`src/logic/cpu_pkg.sv`:
```
`default_nettype none

package cpu_pkg;

    // Bus source selects
    localparam int SET_SB_TO_ACC      = 0;
    localparam int SET_SB_TO_X        = 1;
    localparam int SET_SB_TO_Y        = 2;
    localparam int SET_SB_TO_ALU      = 3;
    localparam int SET_DB_TO_ACC      = 4;
    localparam int SET_DB_TO_SB       = 5;
    localparam int SET_DB_HIGH        = 6;
    localparam int SET_DB_TO_DATA     = 7;

    // ALU operand selects
    localparam int SET_INPUT_A_TO_SB  = 8;
    localparam int SET_INPUT_A_TO_LOW = 9;
    localparam int SET_INPUT_B_TO_DB  = 10;
    localparam int SET_ALU_CARRY_HIGH = 11;

    // ALU operation and result capture
    localparam int ALU_ADD            = 12;
    localparam int ALU_ROT            = 13;
    localparam int LOAD_ALU           = 14;
    localparam int LOAD_CARRY         = 15;

    // Register loads, all taken from SB
    localparam int SET_ACC_TO_SB      = 16;
    localparam int LOAD_X             = 17;
    localparam int LOAD_Y             = 18;

    // Program counter and address bus
    localparam int PC_INC             = 19;
    localparam int SET_ADH_TO_PCH     = 20;
    localparam int SET_ADL_TO_PCL     = 21;
    localparam int LOAD_ABH           = 22;
    localparam int LOAD_ABL           = 23;

    localparam int NUMFLAGS           = 24;

    typedef logic [NUMFLAGS-1:0] ctrl_flags_t;

    // Step number inside one instruction
    typedef logic [2:0] step_t;

    // 6502 opcode bytes
    localparam logic [7:0] OP_ASL_A   = 8'h0A;
    localparam logic [7:0] OP_ROL_A   = 8'h2A;
    localparam logic [7:0] OP_ROR_A   = 8'h6A;
    localparam logic [7:0] OP_LSR_A   = 8'h4A;
    localparam logic [7:0] OP_INX     = 8'hE8;
    localparam logic [7:0] OP_INY     = 8'hC8;
    localparam logic [7:0] OP_DEX     = 8'hCA;
    localparam logic [7:0] OP_DEY     = 8'h88;
    localparam logic [7:0] OP_LDA_IMM = 8'hA9;
    localparam logic [7:0] OP_LDX_IMM = 8'hA2;
    localparam logic [7:0] OP_LDY_IMM = 8'hA0;
    localparam logic [7:0] OP_NOP     = 8'hEA;

    // Programmer visible state
    typedef struct packed {
        logic [7:0] a;
        logic [7:0] x;
        logic [7:0] y;
        logic       carry;
    } regs_t;

    localparam logic [15:0] RESET_VECTOR = 16'h0000;

endpackage

`default_nettype wire

```
`src/logic/implied_decode.sv`:
```
`default_nettype none
`timescale 1ns/100ps

module implied_decode (
    input  logic [7:0]           opcode,
    input  cpu_pkg::step_t       step,
    input  logic                 carry,
    output cpu_pkg::ctrl_flags_t flags
);
    import cpu_pkg::*;

    // Final step of every instruction moves on to the next opcode
    function automatic ctrl_flags_t fetch_flags();
        ctrl_flags_t f;
        f = '0;
        f[PC_INC] = 1'b1;
        f[SET_ADH_TO_PCH] = 1'b1;
        f[SET_ADL_TO_PCL] = 1'b1;
        f[LOAD_ABH] = 1'b1;
        f[LOAD_ABL] = 1'b1;
        return f;
    endfunction

    always_comb begin
        flags = '0;
        case (opcode)
            OP_ASL_A, OP_ROL_A: begin
                if (step == 3'd0) begin
                    // A plus A, with old carry rotated in for ROL
                    flags[SET_SB_TO_ACC] = 1'b1;
                    flags[SET_DB_TO_ACC] = 1'b1;
                    flags[SET_INPUT_A_TO_SB] = 1'b1;
                    flags[SET_INPUT_B_TO_DB] = 1'b1;
                    flags[SET_ALU_CARRY_HIGH] = (opcode == OP_ROL_A) ? carry : 1'b0;
                    flags[ALU_ADD] = 1'b1;
                    flags[LOAD_ALU] = 1'b1;
                end else if (step == 3'd1) begin
                    flags = fetch_flags();
                    flags[SET_SB_TO_ALU] = 1'b1;
                    flags[SET_ACC_TO_SB] = 1'b1;
                    flags[LOAD_CARRY] = 1'b1;
                end
            end
            OP_ROR_A, OP_LSR_A: begin
                if (step == 3'd0) begin
                    // Right rotate, LSR shifts in a zero
                    flags[SET_SB_TO_ACC] = 1'b1;
                    flags[SET_INPUT_A_TO_SB] = 1'b1;
                    flags[SET_ALU_CARRY_HIGH] = (opcode == OP_ROR_A) ? carry : 1'b0;
                    flags[ALU_ROT] = 1'b1;
                    flags[LOAD_ALU] = 1'b1;
                end else if (step == 3'd1) begin
                    flags = fetch_flags();
                    flags[SET_SB_TO_ALU] = 1'b1;
                    flags[SET_ACC_TO_SB] = 1'b1;
                    flags[LOAD_CARRY] = 1'b1;
                end
            end
            OP_INX, OP_INY: begin
                if (step == 3'd0) begin
                    // Zero plus register plus carry in
                    flags[SET_SB_TO_X] = (opcode == OP_INX);
                    flags[SET_SB_TO_Y] = (opcode == OP_INY);
                    flags[SET_DB_TO_SB] = 1'b1;
                    flags[SET_INPUT_B_TO_DB] = 1'b1;
                    flags[SET_INPUT_A_TO_LOW] = 1'b1;
                    flags[SET_ALU_CARRY_HIGH] = 1'b1;
                    flags[ALU_ADD] = 1'b1;
                    flags[LOAD_ALU] = 1'b1;
                end else if (step == 3'd1) begin
                    flags = fetch_flags();
                    flags[SET_SB_TO_ALU] = 1'b1;
                    flags[LOAD_X] = (opcode == OP_INX);
                    flags[LOAD_Y] = (opcode == OP_INY);
                end
            end
            OP_DEX, OP_DEY: begin
                if (step == 3'd0) begin
                    // Register plus FF
                    flags[SET_SB_TO_X] = (opcode == OP_DEX);
                    flags[SET_SB_TO_Y] = (opcode == OP_DEY);
                    flags[SET_DB_HIGH] = 1'b1;
                    flags[SET_INPUT_A_TO_SB] = 1'b1;
                    flags[SET_INPUT_B_TO_DB] = 1'b1;
                    flags[ALU_ADD] = 1'b1;
                    flags[LOAD_ALU] = 1'b1;
                end else if (step == 3'd1) begin
                    flags = fetch_flags();
                    flags[SET_SB_TO_ALU] = 1'b1;
                    flags[LOAD_X] = (opcode == OP_DEX);
                    flags[LOAD_Y] = (opcode == OP_DEY);
                end
            end
            OP_LDA_IMM, OP_LDX_IMM, OP_LDY_IMM: begin
                if (step == 3'd0) begin
                    // Step past the operand byte
                    flags = fetch_flags();
                end else if (step == 3'd1) begin
                    // Operand from the data latch through DB onto SB
                    flags[SET_DB_TO_DATA] = 1'b1;
                    flags[SET_DB_TO_SB] = 1'b1;
                    flags[SET_ACC_TO_SB] = (opcode == OP_LDA_IMM);
                    flags[LOAD_X] = (opcode == OP_LDX_IMM);
                    flags[LOAD_Y] = (opcode == OP_LDY_IMM);
                end else if (step == 3'd2) begin
                    flags = fetch_flags();
                end
            end
            default: begin
                // NOP and every unsupported byte
                if (step == 3'd1) begin
                    flags = fetch_flags();
                end
            end
        endcase
    end

endmodule

`default_nettype wire

```
`src/logic/cycle_sequencer.sv`:
```
`default_nettype none
`timescale 1ns/100ps

module cycle_sequencer (
    input  logic           clk,
    input  logic           rst,
    input  logic [7:0]     data_in,
    output logic [7:0]     opcode,
    output cpu_pkg::step_t step,
    output logic           sync
);
    import cpu_pkg::*;

    logic last_step;

    // Immediate loads need an extra step for the operand
    always_comb begin
        case (opcode)
            OP_LDA_IMM, OP_LDX_IMM, OP_LDY_IMM: begin
                last_step = (step == step_t'(2));
            end
            default: begin
                last_step = (step == step_t'(1));
            end
        endcase
    end

    // Wrap at the final step and take the next opcode off the bus
    always_ff @(posedge clk) begin
        if (rst) begin
            opcode <= OP_NOP;
            step <= step_t'(1);
        end else if (last_step) begin
            opcode <= data_in;
            step <= '0;
        end else begin
            step <= step + step_t'(1);
        end
    end

    // One pulse per instruction, in its first step
    assign sync = (step == '0);

endmodule

`default_nettype wire

```
`src/logic/alu.sv`:
```
`default_nettype none
`timescale 1ns/100ps

module alu (
    input  logic                 clk,
    input  logic                 rst,
    input  cpu_pkg::ctrl_flags_t flags,
    input  logic [7:0]           a_in,
    input  logic [7:0]           b_in,
    input  logic                 carry_in,
    output logic [7:0]           result,
    output logic                 carry_out
);
    import cpu_pkg::*;

    logic [8:0] sum;
    logic [7:0] next_result;
    logic       next_carry;

    always_comb begin
        sum = {1'b0, a_in} + {1'b0, b_in} + {8'h00, carry_in};
        if (flags[ALU_ADD]) begin
            next_result = sum[7:0];
            next_carry = sum[8];
        end else if (flags[ALU_ROT]) begin
            // Carry in enters at the top, bit 0 leaves as carry
            next_result = {carry_in, a_in[7:1]};
            next_carry = a_in[0];
        end else begin
            next_result = a_in;
            next_carry = carry_in;
        end
    end

    // Output register, read back by the datapath one step later
    always_ff @(posedge clk) begin
        if (rst) begin
            result <= '0;
            carry_out <= 1'b0;
        end else if (flags[LOAD_ALU]) begin
            result <= next_result;
            carry_out <= next_carry;
        end
    end

endmodule

`default_nettype wire

```
`src/logic/register_datapath.sv`:
```
`default_nettype none
`timescale 1ns/100ps

module register_datapath (
    input  logic                 clk,
    input  logic                 rst,
    input  cpu_pkg::ctrl_flags_t flags,
    input  logic [7:0]           data_in,
    input  logic [7:0]           result,
    input  logic                 carry_out,
    output logic [7:0]           a_in,
    output logic [7:0]           b_in,
    output logic                 carry_in,
    output logic                 carry,
    output logic [15:0]          addr,
    output cpu_pkg::regs_t       regs
);
    import cpu_pkg::*;

    regs_t       regs_q;
    logic [7:0]  data_latch;
    logic [7:0]  sb_drive;
    logic [7:0]  db_drive;
    logic [7:0]  sb;
    logic [7:0]  db;
    logic [15:0] pc;
    logic [15:0] pc_next;
    logic [7:0]  adh;
    logic [7:0]  adl;
    logic [7:0]  abh;
    logic [7:0]  abl;

    // Byte read in the previous cycle
    always_ff @(posedge clk) begin
        data_latch <= data_in;
    end

    // Each bus is the OR of its enabled sources
    always_comb begin
        sb_drive = '0;
        db_drive = '0;
        if (flags[SET_SB_TO_ACC]) sb_drive = sb_drive | regs_q.a;
        if (flags[SET_SB_TO_X]) sb_drive = sb_drive | regs_q.x;
        if (flags[SET_SB_TO_Y]) sb_drive = sb_drive | regs_q.y;
        if (flags[SET_SB_TO_ALU]) sb_drive = sb_drive | result;
        if (flags[SET_DB_TO_ACC]) db_drive = db_drive | regs_q.a;
        if (flags[SET_DB_HIGH]) db_drive = 8'hFF;
        if (flags[SET_DB_TO_DATA]) db_drive = db_drive | data_latch;
    end

    // Bridge joins SB and DB in both directions
    always_comb begin
        if (flags[SET_DB_TO_SB]) begin
            sb = sb_drive | db_drive;
            db = sb_drive | db_drive;
        end else begin
            sb = sb_drive;
            db = db_drive;
        end
    end

    // ALU operands
    always_comb begin
        if (flags[SET_INPUT_A_TO_LOW]) begin
            a_in = '0;
        end else if (flags[SET_INPUT_A_TO_SB]) begin
            a_in = sb;
        end else begin
            a_in = '0;
        end
        b_in = flags[SET_INPUT_B_TO_DB] ? db : 8'h00;
        carry_in = flags[SET_ALU_CARRY_HIGH];
    end

    always_ff @(posedge clk) begin
        if (rst) begin
            regs_q <= '0;
        end else begin
            if (flags[SET_ACC_TO_SB]) regs_q.a <= sb;
            if (flags[LOAD_X]) regs_q.x <= sb;
            if (flags[LOAD_Y]) regs_q.y <= sb;
            if (flags[LOAD_CARRY]) regs_q.carry <= carry_out;
        end
    end

    // Address buses carry the already incremented PC
    assign pc_next = flags[PC_INC] ? pc + 16'd1 : pc;
    assign adh = flags[SET_ADH_TO_PCH] ? pc_next[15:8] : 8'h00;
    assign adl = flags[SET_ADL_TO_PCL] ? pc_next[7:0] : 8'h00;

    always_ff @(posedge clk) begin
        if (rst) begin
            pc <= RESET_VECTOR;
            abh <= RESET_VECTOR[15:8];
            abl <= RESET_VECTOR[7:0];
        end else begin
            pc <= pc_next;
            if (flags[LOAD_ABH]) abh <= adh;
            if (flags[LOAD_ABL]) abl <= adl;
        end
    end

    assign addr = {abh, abl};
    assign carry = regs_q.carry;
    assign regs = regs_q;

endmodule

`default_nettype wire

```
`src/logic/cpu_core.sv`:
```
`default_nettype none
`timescale 1ns/100ps

module cpu_core (
    input  logic           clk,
    input  logic           rst,
    input  logic [7:0]     data_in,
    output logic [15:0]    addr,
    output logic           sync,
    output cpu_pkg::regs_t regs
);
    import cpu_pkg::*;

    logic [7:0]  opcode;
    step_t       step;
    ctrl_flags_t flags;
    logic [7:0]  a_in;
    logic [7:0]  b_in;
    logic        carry_in;
    logic [7:0]  result;
    logic        carry_out;
    logic        carry;

    cycle_sequencer u_sequencer (
        .clk     (clk),
        .rst     (rst),
        .data_in (data_in),
        .opcode  (opcode),
        .step    (step),
        .sync    (sync)
    );

    implied_decode u_decode (
        .opcode (opcode),
        .step   (step),
        .carry  (carry),
        .flags  (flags)
    );

    alu u_alu (
        .clk       (clk),
        .rst       (rst),
        .flags     (flags),
        .a_in      (a_in),
        .b_in      (b_in),
        .carry_in  (carry_in),
        .result    (result),
        .carry_out (carry_out)
    );

    register_datapath u_datapath (
        .clk       (clk),
        .rst       (rst),
        .flags     (flags),
        .data_in   (data_in),
        .result    (result),
        .carry_out (carry_out),
        .a_in      (a_in),
        .b_in      (b_in),
        .carry_in  (carry_in),
        .carry     (carry),
        .addr      (addr),
        .regs      (regs)
    );

endmodule

`default_nettype wire

```
`config.mk`:
```
export PLATFORM = sky130hd
export DESIGN_NAME = cpu_core
export DESIGN_NICKNAME = d
export VERILOG_FILES = /design/src/logic/cpu_pkg.sv /design/src/logic/implied_decode.sv /design/src/logic/cycle_sequencer.sv /design/src/logic/alu.sv /design/src/logic/register_datapath.sv /design/src/logic/cpu_core.sv
export SDC_FILE = /design/constraint.sdc
export NUM_CORES = 1
export LEC_CHECK = 0
export BUFFER_PORTS_ARGS = -buffer_cell sky130_fd_sc_hd__buf_4
export CELL_PAD_IN_SITES_DETAIL_PLACEMENT = 1
export CELL_PAD_IN_SITES_GLOBAL_PLACEMENT = 1
export CORE_MARGIN = 3
export CORE_UTILIZATION = 48
export CTS_CLUSTER_SIZE = 28
export DETAILED_ROUTE_END_ITERATION = 6
export PLACE_DENSITY_LB_ADDON = 0.1
export SLEW_MARGIN = 5
export SYNTH_ARGS = -nofsm -noshare
export SYNTH_HDL_FRONTEND = slang
export SYNTH_SLANG_ARGS = --single-unit
```
`constraint.sdc`:
```
create_clock -name clk -period 5.65 [get_ports clk]
set_input_delay 0.565 -clock clk [delete_from_list [all_inputs] [get_ports clk]]
set_output_delay 0.565 -clock clk [all_outputs]
set_load 0.01 [all_outputs]
```
# Word-level counts from Yosys, hierarchy flattened
# Cells that the tools add are included.
# op_classes
add_sub_neg	4
n_eq_ne	13
muxes	74
bitwise	5
n_reduce_logical	7
# ops
cell	count
24-bit two-way mux	6
8-bit two-way mux	17
24-bit one-hot mux with 5 select lines	1
8-bit equality test (second input constant)	7
8-bit bitwise OR	5
1-bit two-way mux	31
9-bit two-way mux	3
3-bit two-way mux	6
16-bit by 1-bit adder with 16-bit output (second input constant)	1
8-bit by 7-bit equality test with 1-bit output (second input constant)	2
16-bit two-way mux	1
2-bit two-way mux	5
5-bit two-way mux	2
2-bit OR reduction	5
8-bit by 8-bit adder with 9-bit output	1
9-bit by 1-bit adder with 9-bit output	1
8-bit by 4-bit equality test with 1-bit output (second input constant)	1
8-bit by 6-bit equality test with 1-bit output (second input constant)	1
7-bit two-way mux	1
4-bit two-way mux	1
3-bit by 1-bit adder with 3-bit output (second input constant)	1
3-bit by 1-bit equality test with 1-bit output (second input constant)	1
3-bit by 2-bit equality test with 1-bit output (second input constant)	1
3-bit logical NOT	1
3-bit OR reduction	1
# word_totals
reg_bits	85
inputBits	10
output_inout_bits	42
wordCells	116

# Logic depth before layout (Yosys ltp)
# logic_depth
ltp_word	19
mapped_depth	17
depth_no_buf	16

# Hierarchy
# Synthesis repeated with hierarchy kept, for this count alone.
# unflattened
hier_cells	536
area_unflattened_um2	4486.8
# by_module_without_submodules
mod	n_inst	cells_each	area_per_inst_um2	seq_area_each_um2
register_datapath	1	322	2767.7	1301.2
alu	1	98	824.5	180.2
cycle_sequencer	1	52	499.2	220.2
implied_decode	1	64	395.4	0.0

# Worst setup path after synthesis
# Ideal clock, no wire load.
# synth_timing
kind	flip-flop to flip-flop
startpoint	register u_sequencer.opcode[1]
endpoint	register u_alu.result[6]
setup_ns	0.074
t_arrival_ns	3.504
required_time_ns	5.576
setup_slack_ns	2.071
stages_incl_launch_ff	14
n_path_buf	0
synth_period_minus_slack_ns	3.579
path_cell_list	dfxtp_1 -> and3b_1 -> o211a_1 -> o311ai_1 -> o2111ai_1 -> nor2b_1 -> fa_1 -> fa_1 -> a211oi_1 -> o21ai_0 -> a21oi_1 -> xnor2_1 -> nand2_1 -> a31oi_1
# synth_via
elab_chain_cells	17
word_cells_on_any_way	44
classes_between	2 x add/sub; 11 x eq/ne; 21 x mux; 5 x bitwise; 5 x reduce/logical
# synth_rtl
item	line_no	text
from (decl)	cycle_sequencer.sv:8	output logic [7:0] opcode,
from (signal assigned)	cycle_sequencer.sv:34	opcode <= data_in;
8-bit equality test, or another cell as far along	implied_decode.sv:26	case (opcode)
3-bit OR reduction, or another cell as far along	implied_decode.sv:26	
24-bit one-hot mux with 5 select lines *	implied_decode.sv:26	
8-bit two-way mux	register_datapath.sv:42	if (flags[SET_SB_TO_ACC]) sb_drive = sb_drive | regs_q.a;
8-bit bitwise OR	register_datapath.sv:43	if (flags[SET_SB_TO_X]) sb_drive = sb_drive | regs_q.x;
8-bit two-way mux	register_datapath.sv:43	
8-bit bitwise OR	register_datapath.sv:44	if (flags[SET_SB_TO_Y]) sb_drive = sb_drive | regs_q.y;
8-bit two-way mux	register_datapath.sv:44	
8-bit bitwise OR	register_datapath.sv:45	if (flags[SET_SB_TO_ALU]) sb_drive = sb_drive | result;
8-bit two-way mux	register_datapath.sv:45	
8-bit bitwise OR	register_datapath.sv:54, register_datapath.sv:55	
8-bit two-way mux	register_datapath.sv:53	if (flags[SET_DB_TO_SB]) begin
8-bit two-way mux	register_datapath.sv:66	end else if (flags[SET_INPUT_A_TO_SB]) begin
8-bit two-way mux	register_datapath.sv:64	if (flags[SET_INPUT_A_TO_LOW]) begin
8-bit by 8-bit adder with 9-bit output	alu.sv:21	sum = {1'b0, a_in} + {1'b0, b_in} + {8'h00, carry_in};
9-bit by 1-bit adder with 9-bit output	alu.sv:21	
8-bit two-way mux	alu.sv:22	if (flags[ALU_ADD]) begin
to (signal assigned)	alu.sv:41	result <= next_result;
to (decl)	alu.sv:11	output logic [7:0] result,
# Mark *: on every way between the ends. The rest lies on a longest branch, timed or not.
# A chain may end at the register's enable or synchronous reset.

# Final worst setup path
# layout_timing
startpoint	register u_sequencer.opcode[1]
endpoint	register u_alu.result[7]
# Same word-level chain as after synthesis.

==> flow_metrics.env <==
export IMPL_outcome="complete, no violations"
export IMPL_place_congestion=0.982
export IMPL_crit_buf_inv=0
export IMPL_holdCritPathClass="input port to register"
export IMPL_path_cells="and3b_1 -> o211a_1 -> o311ai_1 -> nor2_1 -> a211oi_1 -> nor2_1 -> ha_1 -> nand3_1 -> o2111ai_1 -> o211ai_1 -> xnor2_1 -> nand2_1 -> a221oi_1"
export IMPL_n_fill_cell=1105
export IMPL_cts_buffers_inserted=9
export IMPL_routed_wl_um=14700
export IMPL_yosysUniqueCellTypes=63
export IMPL_synthCells=536
export IMPL_final_antenna_net_count=0
export IMPL_worst_ep_arrival_time_ps=4810
export IMPL_final_cell_mix="dfxtp_1, nor2_1, buf_4, a211oi_1, nand2_1"
export IMPL_clockBufferDepth=2
export IMPL_die_y_um=103
export IMPL_syn_area_sq_um=4560
export IMPL_whs_ps=294
export IMPL_ys_seq_area_frac=0.373
export IMPL_totalNegativeSetupSlack_ps=0
export IMPL_max_stage_delay_ps=760
export IMPL_grt_pass1_wl_um=23100
export IMPL_yosys_warnings=0
export IMPL_avgViaCountPerCell=6.28
export IMPL_cpMostUsedCell="nor2_1"
export IMPL_grt_pass1_vias=4361
export IMPL_path_clk_slew_ps=100
export IMPL_drive_above_1_share=0.148
export IMPL_path_max_fanout=15
export IMPL_post_cts_buffers=0
export IMPL_remaining_drc_errors=0
export IMPL_cts_tree="yes"
export IMPL_dp_hpwl_um=10700
export IMPL_crit_path_end_kind="register"
export IMPL_p_total_mw=1.56
export IMPL_start_util=0.508
export IMPL_slew_headroom=0.284
export IMPL_antenna_found_initial=0
export IMPL_via_count=4388
export IMPL_synth_top_cell_area_share=0.373
export IMPL_ys_ff_latch=85
export IMPL_peakVddDrop_v=0.000163
export IMPL_synth_area_leaders="dfxtp_1, nor2_1, a211oi_1"
export IMPL_post_cts_resized=0
export IMPL_cts_sinks=85
export IMPL_clock_skew_ps=14.4
export IMPL_finalCritPeriodShare=0.802
export IMPL_cp_slowest_cell="a211oi_1"
export IMPL_pin_count=52
export IMPL_synth_top_area_cell="dfxtp_1"
export IMPL_cp_start_kind="register"
export IMPL_overflow=0
export IMPL_holdBufCountCts=0
export IMPL_die_area_sq_um=10700
export IMPL_maxSlewViolCount=0
export IMPL_area_growth_pct=13.2
export IMPL_grtUsageTotal=0.280
export IMPL_wl_per_cell_um=21.0
export IMPL_ys_flop_type="dfxtp_1"
export IMPL_cp_top_family="compound AO/OA/AOI/OAI gates"
export IMPL_worst_pin_slew_ps=1070
export IMPL_cap_violations=0
export IMPL_powerDensity_nw_per_um2=302
export IMPL_p_leak_nw=1.85
export IMPL_numPortBuffers=51
export IMPL_max_freq_mhz=221
export IMPL_final_nets=593
export IMPL_drtPass1Iterations=5
export IMPL_drt_first_iter_violations=313
export IMPL_syn_avg_cell_area_sq_um=8.50
export IMPL_worstSetupPathType="register to register"
export IMPL_diodes=0
export IMPL_period_needed_ps=4530
export IMPL_synth_edf_count=0
export IMPL_syn_nets=561
export IMPL_htree_num_levels=3
export IMPL_core_sq_um=8980
export IMPL_rsz0062_at_grt="false"
export IMPL_placementRows=34
export IMPL_setup_viol=0
export IMPL_final_common_cell="dfxtp_1"
export IMPL_grt_max_degree=82
export IMPL_fp_dieW_um=103
export IMPL_cp_required_ps=5930
export IMPL_cts_root_buf="clkbuf_8"
export IMPL_hold_violations=0
export IMPL_insertion_delay_ps=370
export IMPL_synthArstFlopShare=0
power by group:
part           switching (mW)  total, mW  internal, mW
Clock                   0.249      0.424         0.174
Combinational           0.262      0.414         0.152
Sequential             0.0608      0.719         0.658
Total                   0.572       1.56         0.984
path summary, 6_finish.rpt:
check                                                end                  start  slack (ps)  cells after the start
worst max-delay path                     u_alu.result[7]  u_sequencer.opcode[1]        1120                     13
worst min-delay path            u_datapath.data_latch[3]             data_in[3]         290                      1
worst max register to register           u_alu.result[7]  u_sequencer.opcode[1]        1120                     13
worst min register to register           u_alu.result[5]        u_alu.result[5]         500                      2
per-stage QoR:
stage	setup slack [ps]	utilization	instance area (sq um)	std cells
4_1_cts	1140	0.575	5160	699
5_1_grt	854	0.575	5160	699
2_1_floorplan	2070	-	4560	536
3_5_place_dp	1200	0.554	4980	683
6_report	1120	0.575	5160	699
3_3_place_gp	1390	0.554	4980	683
logic make-up after synthesis:
| family | count (synthesis) | synth area share |
|---|---|---|
| xor gates and xnor gates | 35 | 0.0673 |
| muxes | 9 | 0.0200 |
| DFF | 85 | 0.373 |
| AOI/OAI and AO/OA | 154 | 0.245 |
| and+or+nand+nor | 188 | 0.205 |
| adders and majority gates | 15 | 0.0445 |
| buffers and inverters | 50 | 0.0458 |
Yosys cell counts, drive strengths merged, types with 3 or more instances:
cell type,count
dfxtp,85
nor2,82
a211oi,43
nand2,33
xnor2,24
a31oi,21
clkbuf,20
o21ai,19
inv,17
a21oi,16
buf,13
ha,13
nand3,13
nor3,12
xor2,11
a22oi,9
o22ai,9
and2,8
mux2i,8
nand4,8
nand2b,7
a32oi,5
o211ai,5
nand3b,4
nor2b,4
a211o,3
a221oi,3
nor3b,3
nor4,3
o2111ai,3
or3,3
sequential cells by signal (all words and copies together) (netlist names):
| signal | cells |
|---|---|
| u_datapath.abl | 8 |
| u_sequencer.step | 3 |
| u_datapath.pc | 16 |
| u_alu.result | 8 |
| u_datapath.data_latch | 8 |
| u_sequencer.opcode | 8 |
| u_alu.carry_out | 1 |
| u_datapath.regs | 24 |
| u_datapath.carry | 1 |
| u_datapath.abh | 8 |
area by class of cell:
class	count	area [sq um]	area share
Multi-Input combinational cell	401	2650	0.513
Clock inverter	6	46.3	0.00897
Tap cell	126	158	0.0306
Inverter	17	63.8	0.0124
Sequential cell	85	1700	0.330
Clock buffer	10	138	0.0267
Timing Repair Buffer	54	405	0.0786
layer usage:
layer	vias to the layer above	wire, um	global-route usage
li1	2022	-	-
met1	2143	6680	0.387
met2	186	6710	0.443
met3	37	895	0.0449
met4	0	419	0.102
met5	-	0	0
No activity file was read; power rests on OpenSTA's default activity.
